--- src/hw/lander_pkg.sv ---
////////////////////
// lander shell shared definitions
// controller, cabinet, raster and display types
// plus thrust, banner and colour constants
////////////////////

`default_nettype none

package lander_pkg;

  ////////////////////
  // widths and timing

  // game colour depth per channel
  localparam int COLOR_W = 3;
  localparam int THRUST_W = 8;
  // thrust ceiling, one below full scale as on the cabinet
  localparam int THRUST_MAX = 254;
  // zero to full thrust in about one second at 50 MHz
  localparam int THRUST_TICK_CYCLES = 196_850;
  // banner lifetime, 10 s of clk_50
  localparam int BANNER_CYCLES = 500_000_000;
  // box size in active pixels and lines
  localparam int BANNER_COLS = 32;
  localparam int BANNER_LINES = 8;
  localparam int POS_W = 10;

  ////////////////////
  // types

  // controller bitmap, bit 0 is dpad up
  typedef struct packed {
    logic face_start;
    logic face_select;
    logic trig_r3;
    logic trig_l3;
    logic trig_r2;
    logic trig_l2;
    logic trig_r1;
    logic trig_l1;
    logic face_y;
    logic face_x;
    logic face_b;
    logic face_a;
    logic dpad_right;
    logic dpad_left;
    logic dpad_down;
    logic dpad_up;
  } cont_keys_t;

  // raw game raster, syncs active low
  typedef struct packed {
    logic [COLOR_W-1:0] r;
    logic [COLOR_W-1:0] g;
    logic [COLOR_W-1:0] b;
    logic hs_n;
    logic vs_n;
    logic hblank;
    logic vblank;
  } game_video_t;

  // difficulty lamps
  typedef struct packed {
    logic lamp5;
    logic lamp4;
    logic lamp3;
  } lamps_t;

  // cabinet inputs, all active low
  typedef struct packed {
    logic turn_l_n;
    logic turn_r_n;
    logic abort_n;
    logic coin_n;
    logic select_n;
    logic start_n;
  } cab_buttons_t;

  typedef logic [23:0] rgb_t;

  // display stream, one-cycle sync pulses
  typedef struct packed {
    rgb_t rgb;
    logic de;
    logic hs;
    logic vs;
  } disp_pixel_t;

  // box colour per level: blue, green, yellow, red
  localparam rgb_t DIFF_COLORS [4] = '{24'h0000ff, 24'h00ff00, 24'hffff00, 24'hff0000};

endpackage

`default_nettype wire

--- src/hw/lander_controls.sv ---
////////////////////
// lander controls
// syncs both handhelds, maps cabinet buttons
// and ramps thrust from face a / face b
////////////////////

`default_nettype none

module lander_controls #(
  parameter int TICK_CYCLES = lander_pkg::THRUST_TICK_CYCLES
) (
  input  wire                             clk_50,
  input  wire                             i_rst,
  input  wire lander_pkg::cont_keys_t     i_cont1_key,
  input  wire lander_pkg::cont_keys_t     i_cont2_key,
  output lander_pkg::cab_buttons_t        o_buttons,
  output logic [lander_pkg::THRUST_W-1:0] o_thrust
);

  localparam int TICK_W = $clog2(TICK_CYCLES + 1);

  lander_pkg::cont_keys_t c1_meta;
  lander_pkg::cont_keys_t c1_sync;
  lander_pkg::cont_keys_t c2_meta;
  lander_pkg::cont_keys_t c2_sync;
  lander_pkg::cont_keys_t keys;
  logic [TICK_W-1:0] tick_cnt;
  logic tick;

  // two-flop sync per controller
  always_ff @(posedge clk_50) begin
    if (i_rst) begin
      c1_meta <= '0;
      c1_sync <= '0;
      c2_meta <= '0;
      c2_sync <= '0;
    end else begin
      c1_meta <= i_cont1_key;
      c1_sync <= c1_meta;
      c2_meta <= i_cont2_key;
      c2_sync <= c2_meta;
    end
  end

  // either controller may play
  assign keys = c1_sync | c2_sync;

  // cabinet side wants active low
  always_comb begin
    o_buttons.turn_l_n = ~keys.dpad_left;
    o_buttons.turn_r_n = ~keys.dpad_right;
    o_buttons.abort_n  = ~keys.trig_r1;
    o_buttons.coin_n   = ~keys.trig_l1;
    o_buttons.select_n = ~keys.face_select;
    o_buttons.start_n  = ~keys.face_start;
  end

  ////////////////////
  // thrust ramp

  assign tick = (tick_cnt == TICK_W'(TICK_CYCLES - 1));

  always_ff @(posedge clk_50) begin
    if (i_rst) begin
      tick_cnt <= '0;
      o_thrust <= '0;
    end else begin
      tick_cnt <= tick ? '0 : tick_cnt + 1'b1;
      // one step per tick, raise has priority
      if (tick) begin
        if (keys.face_a) begin
          if (o_thrust < lander_pkg::THRUST_W'(lander_pkg::THRUST_MAX))
            o_thrust <= o_thrust + 1'b1;
        end else if (keys.face_b && o_thrust != '0) begin
          o_thrust <= o_thrust - 1'b1;
        end
      end
    end
  end

endmodule

`default_nettype wire

--- src/hw/pixel_expand.sv ---
////////////////////
// pixel expand
// 3-bit game colour to 24-bit stream
// with de and sync-start pulses
////////////////////

`default_nettype none

module pixel_expand (
  input  wire                          clk_50,
  input  wire                          i_rst,
  input  wire lander_pkg::game_video_t i_game,
  output lander_pkg::disp_pixel_t      o_pixel
);

  // bit replication, keeps full white at ff
  function automatic logic [7:0] widen(input logic [lander_pkg::COLOR_W-1:0] c);
    widen = {c, c, c[lander_pkg::COLOR_W-1 -: 2]};
  endfunction

  logic hs_n_q;
  logic vs_n_q;
  logic active;

  assign active = ~(i_game.hblank | i_game.vblank);

  always_ff @(posedge clk_50) begin
    if (i_rst) begin
      o_pixel <= '0;
      hs_n_q  <= 1'b1;
      vs_n_q  <= 1'b1;
    end else begin
      hs_n_q     <= i_game.hs_n;
      vs_n_q     <= i_game.vs_n;
      o_pixel.de <= active;
      // black outside the active window
      o_pixel.rgb <= active ? {widen(i_game.r), widen(i_game.g), widen(i_game.b)} : '0;
      // single pulse on each falling sync
      o_pixel.hs <= hs_n_q & ~i_game.hs_n;
      o_pixel.vs <= vs_n_q & ~i_game.vs_n;
    end
  end

endmodule

`default_nettype wire

--- src/hw/difficulty_banner.sv ---
////////////////////
// difficulty banner
// top-left box coloured by difficulty level,
// shown for a while after select
////////////////////

`default_nettype none

module difficulty_banner #(
  parameter int HOLD_CYCLES = lander_pkg::BANNER_CYCLES
) (
  input  wire                           clk_50,
  input  wire                           i_rst,
  input  wire lander_pkg::game_video_t  i_game,
  input  wire lander_pkg::cab_buttons_t i_buttons,
  input  wire lander_pkg::lamps_t       i_lamps,
  output logic                          o_box_on,
  output lander_pkg::rgb_t              o_box_rgb
);

  localparam int CNT_W = $clog2(HOLD_CYCLES + 1);
  localparam int POS_W = lander_pkg::POS_W;

  logic [CNT_W-1:0] hold_cnt;
  logic [POS_W-1:0] col;
  logic [POS_W-1:0] line;
  logic [1:0] level;
  logic active;
  logic line_end;
  logic in_box;

  ////////////////////
  // select countdown

  always_ff @(posedge clk_50) begin
    if (i_rst)
      hold_cnt <= '0;
    else if (!i_buttons.select_n)
      hold_cnt <= CNT_W'(HOLD_CYCLES);
    else if (hold_cnt != '0)
      hold_cnt <= hold_cnt - 1'b1;
  end

  ////////////////////
  // raster position

  assign active = ~(i_game.hblank | i_game.vblank);
  // col nonzero means the previous sample was active
  assign line_end = ~active && (col != '0);

  // counters saturate so a long line never wraps into the box
  always_ff @(posedge clk_50) begin
    if (i_rst) begin
      col  <= '0;
      line <= '0;
    end else begin
      if (!active)
        col <= '0;
      else if (col != '1)
        col <= col + 1'b1;
      if (i_game.vblank)
        line <= '0;
      else if (line_end && line != '1)
        line <= line + 1'b1;
    end
  end

  // highest lit lamp wins
  always_comb begin
    if (i_lamps.lamp5)
      level = 2'd3;
    else if (i_lamps.lamp4)
      level = 2'd2;
    else if (i_lamps.lamp3)
      level = 2'd1;
    else
      level = 2'd0;
  end

  assign in_box = active && (hold_cnt != '0) &&
                  (col < POS_W'(lander_pkg::BANNER_COLS)) &&
                  (line < POS_W'(lander_pkg::BANNER_LINES));

  // same sample as pixel_expand, same latency
  always_ff @(posedge clk_50) begin
    if (i_rst)
      o_box_on <= 1'b0;
    else
      o_box_on <= in_box;
    o_box_rgb <= lander_pkg::DIFF_COLORS[level];
  end

endmodule

`default_nettype wire

--- src/hw/video_mixer.sv ---
////////////////////
// video mixer
// box colour over game pixel,
// final display register
////////////////////

`default_nettype none

module video_mixer (
  input  wire                          clk_50,
  input  wire                          i_rst,
  // expanded game pixel
  input  wire lander_pkg::disp_pixel_t i_pixel,
  // banner box, aligned with i_pixel
  input  wire                          i_box_on,
  input  wire lander_pkg::rgb_t        i_box_rgb,
  // to display
  output lander_pkg::disp_pixel_t      o_video
);

  lander_pkg::rgb_t mix_rgb;

  // box only ever lit inside the active window
  // so de needs no change here
  assign mix_rgb = i_box_on ? i_box_rgb : i_pixel.rgb;

  ////////////////////
  // output register

  always_ff @(posedge clk_50) begin
    if (i_rst) begin
      o_video <= '0;
    end else begin
      o_video.rgb <= mix_rgb;
      // timing passes straight through
      o_video.de  <= i_pixel.de;
      o_video.hs  <= i_pixel.hs;
      o_video.vs  <= i_pixel.vs;
    end
  end

endmodule

`default_nettype wire

--- src/hw/lander_shell.sv ---
////////////////////
// lander shell top
// controls, video expand, banner and mixer
////////////////////

`default_nettype none

module lander_shell #(
  parameter int TICK_CYCLES = lander_pkg::THRUST_TICK_CYCLES,
  parameter int HOLD_CYCLES = lander_pkg::BANNER_CYCLES
) (
  input  wire                             clk_50,
  input  wire                             i_rst,
  // host controllers
  input  wire lander_pkg::cont_keys_t     i_cont1_key,
  input  wire lander_pkg::cont_keys_t     i_cont2_key,
  // from the game
  input  wire lander_pkg::game_video_t    i_game,
  input  wire lander_pkg::lamps_t         i_lamps,
  // to the game
  output lander_pkg::cab_buttons_t        o_buttons,
  output logic [lander_pkg::THRUST_W-1:0] o_thrust,
  // to the display
  output lander_pkg::disp_pixel_t         o_video
);

  lander_pkg::disp_pixel_t pixel;
  lander_pkg::rgb_t box_rgb;
  logic box_on;

  lander_controls #(
    .TICK_CYCLES (TICK_CYCLES)
  ) u_controls (
    .clk_50      (clk_50),
    .i_rst       (i_rst),
    .i_cont1_key (i_cont1_key),
    .i_cont2_key (i_cont2_key),
    .o_buttons   (o_buttons),
    .o_thrust    (o_thrust)
  );

  ////////////////////
  // video, two paths then mix

  pixel_expand u_expand (
    .clk_50  (clk_50),
    .i_rst   (i_rst),
    .i_game  (i_game),
    .o_pixel (pixel)
  );

  // banner sees the synced select level
  difficulty_banner #(
    .HOLD_CYCLES (HOLD_CYCLES)
  ) u_banner (
    .clk_50    (clk_50),
    .i_rst     (i_rst),
    .i_game    (i_game),
    .i_buttons (o_buttons),
    .i_lamps   (i_lamps),
    .o_box_on  (box_on),
    .o_box_rgb (box_rgb)
  );

  video_mixer u_mixer (
    .clk_50    (clk_50),
    .i_rst     (i_rst),
    .i_pixel   (pixel),
    .i_box_on  (box_on),
    .i_box_rgb (box_rgb),
    .o_video   (o_video)
  );

endmodule

`default_nettype wire

--- config.mk ---
export PLATFORM = sky130hd
export DESIGN_NAME = lander_shell
export DESIGN_NICKNAME = d
export VERILOG_FILES = /design/src/hw/lander_pkg.sv /design/src/hw/lander_controls.sv /design/src/hw/pixel_expand.sv /design/src/hw/difficulty_banner.sv /design/src/hw/video_mixer.sv /design/src/hw/lander_shell.sv
export SDC_FILE = /design/constraint.sdc
export NUM_CORES = 1
export LEC_CHECK = 0
export BUFFER_PORTS_ARGS = -buffer_cell sky130_fd_sc_hd__buf_2
export CORE_UTILIZATION = 45
export DETAILED_ROUTE_END_ITERATION = 6
export PLACE_DENSITY = 0.65
export SYNTH_ARGS = -nofsm -noshare
export SYNTH_HDL_FRONTEND = slang
export SYNTH_HIERARCHICAL = 1
export SYNTH_SLANG_ARGS = --single-unit
--- constraint.sdc ---
create_clock -name clk_50 -period 6.8 [get_ports clk_50]
set_clock_uncertainty 0.2 [all_clocks]
set_input_delay 1.36 -clock clk_50 [delete_from_list [all_inputs] [get_ports clk_50]]
set_output_delay 1.36 -clock clk_50 [all_outputs]
set_load 0.01 [all_outputs]
==> results of run 1 <==
-- state kept, by name, summed over array words and instances, names as in the netlist --
name,count
u_expand/vs_n_q,1
u_controls/c1_meta,8
u_controls/c1_sync,8
u_controls/o_thrust,8
u_expand/o_pixel,12
u_expand/hs_n_q,1
u_controls/c2_sync,8
u_controls/c2_meta,8
u_banner/o_box_rgb,3
u_controls/tick_cnt,18
u_banner/hold_cnt,29
u_mixer/o_video,27
u_banner/col,10
u_banner/o_box_on,1
u_banner/line,10
-- synthesized netlist by cell type, types with 3 or more instances --
library cell  count
buf_2             7
and2_1            3
nor2_1           81
nor2b_1          35
o41ai_1           3
o21ai_0          10
or3_1            11
buf_4            39
inv_1            13
a311oi_1          6
nand3_1          17
and4_1            5
a2111oi_0         3
dfxtp_1         152
buf_6             4
a211oi_1          6
xnor2_1          23
nor4b_2          10
nand4_1          13
nor4_1           16
nor3_1           10
clkbuf_1         13
xor2_1           17
and3_1            8
a21oi_1          39
mux2i_1          24
o31ai_1          11
a31oi_1           6
nand2_1          21
or4_1            17
or2_2             5
ha_1              8
-- path summary, 6_finish.rpt --
| kind | from | endpoint | slack (ns) | depth (start not counted) |
|---|---|---|---|---|
| setup / recovery | i_game[0] | u_banner/line[7] | 3.81 | 6 |
| hold reg to reg | u_expand/o_pixel[2] | u_mixer/o_video[2] | 0.22 | 1 |
| hold / removal | u_expand/o_pixel[2] | u_mixer/o_video[2] | 0.22 | 1 |
| setup reg to reg | u_banner/hold_cnt[25] | u_banner/hold_cnt[27] | 3.91 | 5 |
-- worst reg2reg max path, stage by stage, from the launching register on --
cell	delay, ns
dfxtp_1	0.34
or4_1	0.60
nor3_2	0.73
nand3_1	0.43
a311oi_1	0.37
a311oi_1	0.08
-- layout by cell type, fill, tap and decap left out, drive strengths merged, types with 2 or more instances in the layout --
| master | count |
|---|---|
| nand2b | 2 |
| xor2 | 17 |
| a211oi | 6 |
| nor4b | 12 |
| a311oi | 6 |
| inv | 15 |
| a21oi | 39 |
| and2 | 3 |
| nor3 | 12 |
| dfxtp | 152 |
| nand3b | 2 |
| a2111oi | 3 |
| or4 | 19 |
| o21a | 2 |
| o41ai | 3 |
| nand3 | 17 |
| o31ai | 11 |
| mux2i | 24 |
| nand4 | 13 |
| nor4 | 18 |
| ha | 8 |
| nor2 | 82 |
| nand2 | 21 |
| buf | 78 |
| clkinvlp | 5 |
| a31oi | 6 |
| and3 | 8 |
| or2 | 6 |
| clkbuf | 23 |
| o21ai | 10 |
| xnor2 | 23 |
| nor2b | 35 |
| and4 | 5 |
| or3 | 13 |
| nor3b | 4 |
-- layout make-up --
class,count,area share [%]
clock buffers,23,6.76
clock inverters,9,1.25
inverters,13,0.676
multi-input cells,440,40.5
flip-flops and latches,152,42.2
well taps,180,3.12
repair buffers,78,5.58
-- kinds of logic after synthesis --
logic type	count (synthesis)	synth area share, %
xor gates and xnor gates	40	5.41
AOI/OAI and AO/OA	93	9.14
DFF	152	47.0
adders and majority gates	8	1.55
and+or+nand+nor	274	25.1
buffers and inverters	79	7.94
muxes	25	3.88
-- metal layers --
metal	track usage (%)	routed length [um]
met4	6.94	161
met1	19.7	5370
met2	28.1	5690
met5	0	13
met3	5.71	610
-- per-stage QoR --
step                hold WS [ns]  setup slack (ns)
floorplan                  0.214              4.09
global placement           0.217              3.47
detailed placement         0.222              3.39
CTS                        0.230              3.86
global route               0.247              3.70
finish                     0.221              3.81
-- power by group through the flow --
stage | clock network, mW | logic (mW) | registers, mW
final | 0.899 | 0.320 | 0.995
after global routing | 0.961 | 0.359 | 1.00
after CTS | 0.922 | 0.321 | 0.994
after detailed placement | 0 | 0.318 | 1.01
after global placement | 0 | 0.312 | 1.01
after floorplan | 0 | 0.273 | 1.00
==> summary.txt, run 1 <==
Finish
  – Final Core Density: 51.8%
  – Post-route cell area: 7220 um^2
  – Layout cell share with drive strength beyond 1: roughly a fifth
  – Fill cell count: 1261
  – Sequential Area: about 3000 um^2
  – N_diodes: 0
  – Final #Nets: between 700 and 800
  – Multi-input logic area: just under 3000 um^2
  – Area Overhead vs Synth: 11.4%
  – Final non-filler cell total: 895

Routing
  – Drt drc: 0
  – Drt wl/cell: 13.2 um
  – Initial DRC Count: 240
  – Pre-antenna DRT Iters: 4
  – Final WL: 11.9 mm
  – Via density: between 5 and 6
  – DRT antenna net count: 0
  – Vias: 4768

Timing
  – Total negative slack: 0 ns
  – Fin. max-slew vios: 0
  – Tmin final: around 3 ns
  – Hold Fails Final Rpt: 0
  – Worst slew margin relative to its limit: 32.8%
  – Setup violators final: 0
  – Unrepaired setup endpoints after global routing: false
  – Period utilization: around 44%
  – Maximum clock frequency: 0.334 GHz
  – Slew @ Worst Pin: about 1.0 ns

Critical path
  – Top Family by Delay on Critical Path: simple AND/OR/NAND/NOR gates
  – CP max stage cell: a31oi_1
  – CP arrival: 3.14 ns
  – Critical path class: input port to register
  – Setup crit end kind: register
  – Worst Path Buf+Inv: 1
  – Worst Path Max Fanout: 13
  – Startpoint types: input port
  – CP cell instances: buf_2, nor2_1, a31oi_1, nand2_1, or3_1, a21oi_1
  – CP peak stage delay: 0.50 ns
  – Worst Path Required: 6.94 ns

Clock network
  – Cts repair resizes: 0
  – Latest clock arrival within the worst-skew pair: ~0.42 ns
  – Post-CTS setup buffers: 0
  – Clock-pin transition on the worst setup and hold timing paths: 0.06 ns
  – # H-tree levels: 4
  – Clock net sink count: 152
  – Hold_buf cts: 0
  – Total CTS buffers: 17
  – CTS Root Cell: clkbuf_16
  – CTS tree: yes
  – Clock tree buffer depth: 2

Synthesis
  – Sequential share of the synthesized area: 47.0%
  – Netlist Area Pre-Place: 6480 um^2
  – FFs w/ async S/R, synth: 0%
  – Seq cells post-synth: roughly 150
  – Share of the synthesized area in the top cell type: 47.0%
  – Ys flop type: dfxtp_1
  – Syn_nets: 729
  – Main area contributors after synthesis: dfxtp_1, nor2_1, buf_4, mux2i_1, nor2b_1
  – Netlist cell types: 59
  – Synth Warn #: 6
  – Mapped Cells: 671
  – EDFF count, synth: 0
  – Mean Syn Cell Area: 9.65 um^2
  – Area leader, netlist: dfxtp_1

GRT
  – First-pass GRT wire length: 19.7 mm
  – GRT Util Overall: 16.9%
  – Initial antenna violation count: 1
  – Largest net degree at the start of global routing: between 50 and 60
  – Vias in the first global route: 4368
  – Congestion Overflow GR: 0

Pwr
  – Final total power: 2.21 mW
  – Clk pwr share: 40.6%
  – Sequential share of power: 45.0%
  – Leakage: 2.74 nW
  – Logic pwr share: 14.4%
  – Switching share of power: 26.6%
  – P_int: approximately 1.6 mW
  – Worst IR Drop VDD: 0.209 mV
  – Net switching power: 0.588 mW
  – Pwr/cell area: 307 nW/um^2

Floorplanning
  – Core Footprint: approximately 14000 um^2
  – Chip width: 122 um
  – # rows: 43
  – Die area: ~15000 um^2
  – Die H: 122 um
  – Initial Util: 46.5%
  – I/O Pins: 91

Status
  – Status: finished, final reports clean

Placed design
  – Routability-driven placement congestion ratio: 0.823
  – PortBufs: 74
  – Placed insts: roughly 860
  – Dpl hpwl: 8.11 mm
  – DP Area: 6640 um^2

Run
  – Max_cap viols: 0

Worst hold path
  – Worst hold path type: register to register
Note: power is estimated with default switching activity, not from simulation.
==> inputs of run 2 (changes only) <==
- PLACE_DENSITY: 0.65 -> 0.68
- clock period: 6.8 -> 2.5 ns (I/O delays scaled with it)
==> run 2 against run 1 <==
- routed wire length grew 2.7%
- flip-flop and latch count unchanged
- combinational power grew to 3.0 times the previous value
==> summary.txt, run 2 (synthesis gave the netlist of run 1 again) <==
Timing
  – Slew @ Worst Pin: 0.524 ns (was 0.999 ns)
  – Tmin final: 2.42 ns
  – Hold Fails Final Rpt: 0 (unchanged)
  – Worst slew margin relative to its limit: 64.2% (was 32.8%)
  – Tightest hold margin: 0.0631 ns (was 0.221 ns)
  – Unrepaired setup endpoints after global routing: false (unchanged)
  – Fin. max-slew vios: 0 (unchanged)
  – Total negative slack: 0 ns (unchanged)
  – Period utilization: 96.9%
  – Setup violators final: 0 (unchanged)
  – Maximum clock frequency: 0.413 GHz

Routing
  – Drt drc: 0 (unchanged)
  – Initial DRC Count: 195 (was 240)
  – Final WL: 12.2 mm (was 11.9 mm)
  – DRT antenna net count: 0 (unchanged)
  – Pre-antenna DRT Iters: 4 (unchanged)
  – Via density: 5.28 (was 5.33)
  – Vias: 4814 (was 4768)
  – Drt wl/cell: 13.3 um (was 13.2 um)

Worst hold path
  – Worst hold path type: input port to register (was register to register)

Finish
  – Most flop-heavy register: u_banner/hold_cnt (unchanged)
  – Most frequent cells in the layout: dfxtp_1, nor2_1, buf_2 (unchanged)
  – Final #Nets: 777 (was 760)
  – Commonest non-fill, non-tap cell in the layout: dfxtp_1 (unchanged)
  – Final non-filler cell total: 912 (was 895)
  – Layout cell share with drive strength beyond 1: 22.0% (was 19.4%)
  – Max FFs per register: 29 (unchanged)
  – Area Overhead vs Synth: 14.8% (was 11.4%)
  – N_diodes: 0 (unchanged)
  – Largest registers in the final layout: u_banner/hold_cnt: 29 flops, u_mixer/o_video: 27 flops, u_controls/tick_cnt: 18 flops (unchanged)

Clock network
  – Clock-pin transition on the worst setup and hold timing paths: 0.06 ns (about the same)
  – Hold_buf cts: 0 (unchanged)
  – Latest clock arrival within the worst-skew pair: 0.42 ns (about the same)
  – CTS Root Cell: clkbuf_16 (unchanged)
  – CTS tree: yes (unchanged)
  – Total CTS buffers: 17 (unchanged)
  – # H-tree levels: 4 (unchanged)
  – Clock tree buffer depth: 2 (unchanged)
  – Clock net sink count: 152 (unchanged)

GRT
  – GRT Util Overall: 17.1% (was 16.9%)
  – First-pass GRT wire length: 20.1 mm (was 19.7 mm)
  – Initial antenna violation count: 1 (unchanged)
  – Congestion Overflow GR: 0 (unchanged)
  – Largest net degree at the start of global routing: 34 (was 58)
  – Vias in the first global route: 4552 (was 4368)

Critical path
  – CP arrival: 2.56 ns (was 3.14 ns)
  – Worst Path Required: 2.64 ns (was 6.94 ns)
  – Worst Path Max Fanout: 7 (was 13)
  – Startpoint types: register (was input port)
  – Critical path class: register to register (was input port to register)
  – Setup crit end kind: register (unchanged)

Floorplanning
  – I/O Pins: 91 (unchanged)
  – Chip width: 122 um (unchanged)
  – # rows: 43 (unchanged)
  – Die H: 122 um (unchanged)
  – Die area: 14900 um^2 (unchanged)
  – Initial Util: 46.5% (unchanged)
  – Core Footprint: 13900 um^2 (unchanged)

Placed design
  – Routability-driven placement congestion ratio: 0.869 (was 0.823)
  – Dpl hpwl: 8.27 mm (was 8.11 mm)
  – PortBufs: 74 (unchanged)
  – Placed insts: 879 (was 863)

Pwr
  – Pwr/cell area: 851 nW/um^2 (was 307 nW/um^2)
  – Leakage: 2.85 nW (was 2.74 nW)
  – Worst IR Drop VDD: 0.559 mV (was 0.209 mV)

Status
  – Status: finished, final reports clean (unchanged)

Run
  – Max_cap viols: 0 (unchanged)
==> run 2: cell count changes in the layout (fill, tap and decap cells not counted), moves of 2 or more <==
cell and change:
bufinv_16 +2, nor4_2 +2, buf_4 +15, nor4_1 -2
==> run 2: worst max-delay path, stage by stage, from the launching register on <==
cell	delay (ns)
dfxtp_1	0.37
ha_1	0.16
nor4b_2	0.19
nand3_1	0.19
or4_4	0.57
or4_1	0.49
a21oi_1	0.18
==> run 2: power by group <==
group	switching [mW]	internal (mW)	leakage [nW]
clock network	0.965	1.68	0.293
logic	0.524	0.446	1.31
registers	0.144	2.57	1.24
total	1.63	4.69	2.85
==> run 2: what timing repair did <==
item,4_1_cts,5_1_grt
setup endpoints to repair,0,7
resized for setup,0,6
buffers inserted,0,0
==> run 2: worst paths after layout <==
kind | start | to | slack (ns) | depth (start not counted)
setup / recovery | u_controls/tick_cnt[0] | u_controls/o_thrust[6] | 0.08 | 6
hold / removal | i_game[2] | u_expand/o_pixel[0] | 0.06 | 2
setup reg to reg | u_controls/tick_cnt[0] | u_controls/o_thrust[6] | 0.08 | 6
hold reg to reg | u_expand/o_pixel[0] | u_mixer/o_video[0] | 0.24 | 1
==> run 2: cell type report <==
cell class / count / area (um^2)
inverter: 13 / 48.8
fill: 1236 / 6500
clock buffer: 23 / 488
multi-input combinational: 441 / 2960
clock inverter: 9 / 138
tap: 180 / 225
timing repair buffer: 94 / 536
sequential: 152 / 3040
==> run 2: metal layers <==
layer | track usage, % | routed length, um
met1 | 19.8 | 5610
met2 | 28.8 | 5890
met3 | 5.24 | 540
met4 | 7.64 | 118
met5 | 0 | 11
==> run 2: metrics by stage <==
stage	instance area [um^2]	utilization (%)	power (mW)	setup slack, ns
floorplan	6480	-	3.48	0.234
finish	7430	53.3	6.33	0.0784
global route	7430	53.3	6.61	0.00815
CTS	7400	53.1	6.37	0.0511
detailed placement	6770	48.6	3.70	0.0856
global placement	6770	48.6	3.68	0.119
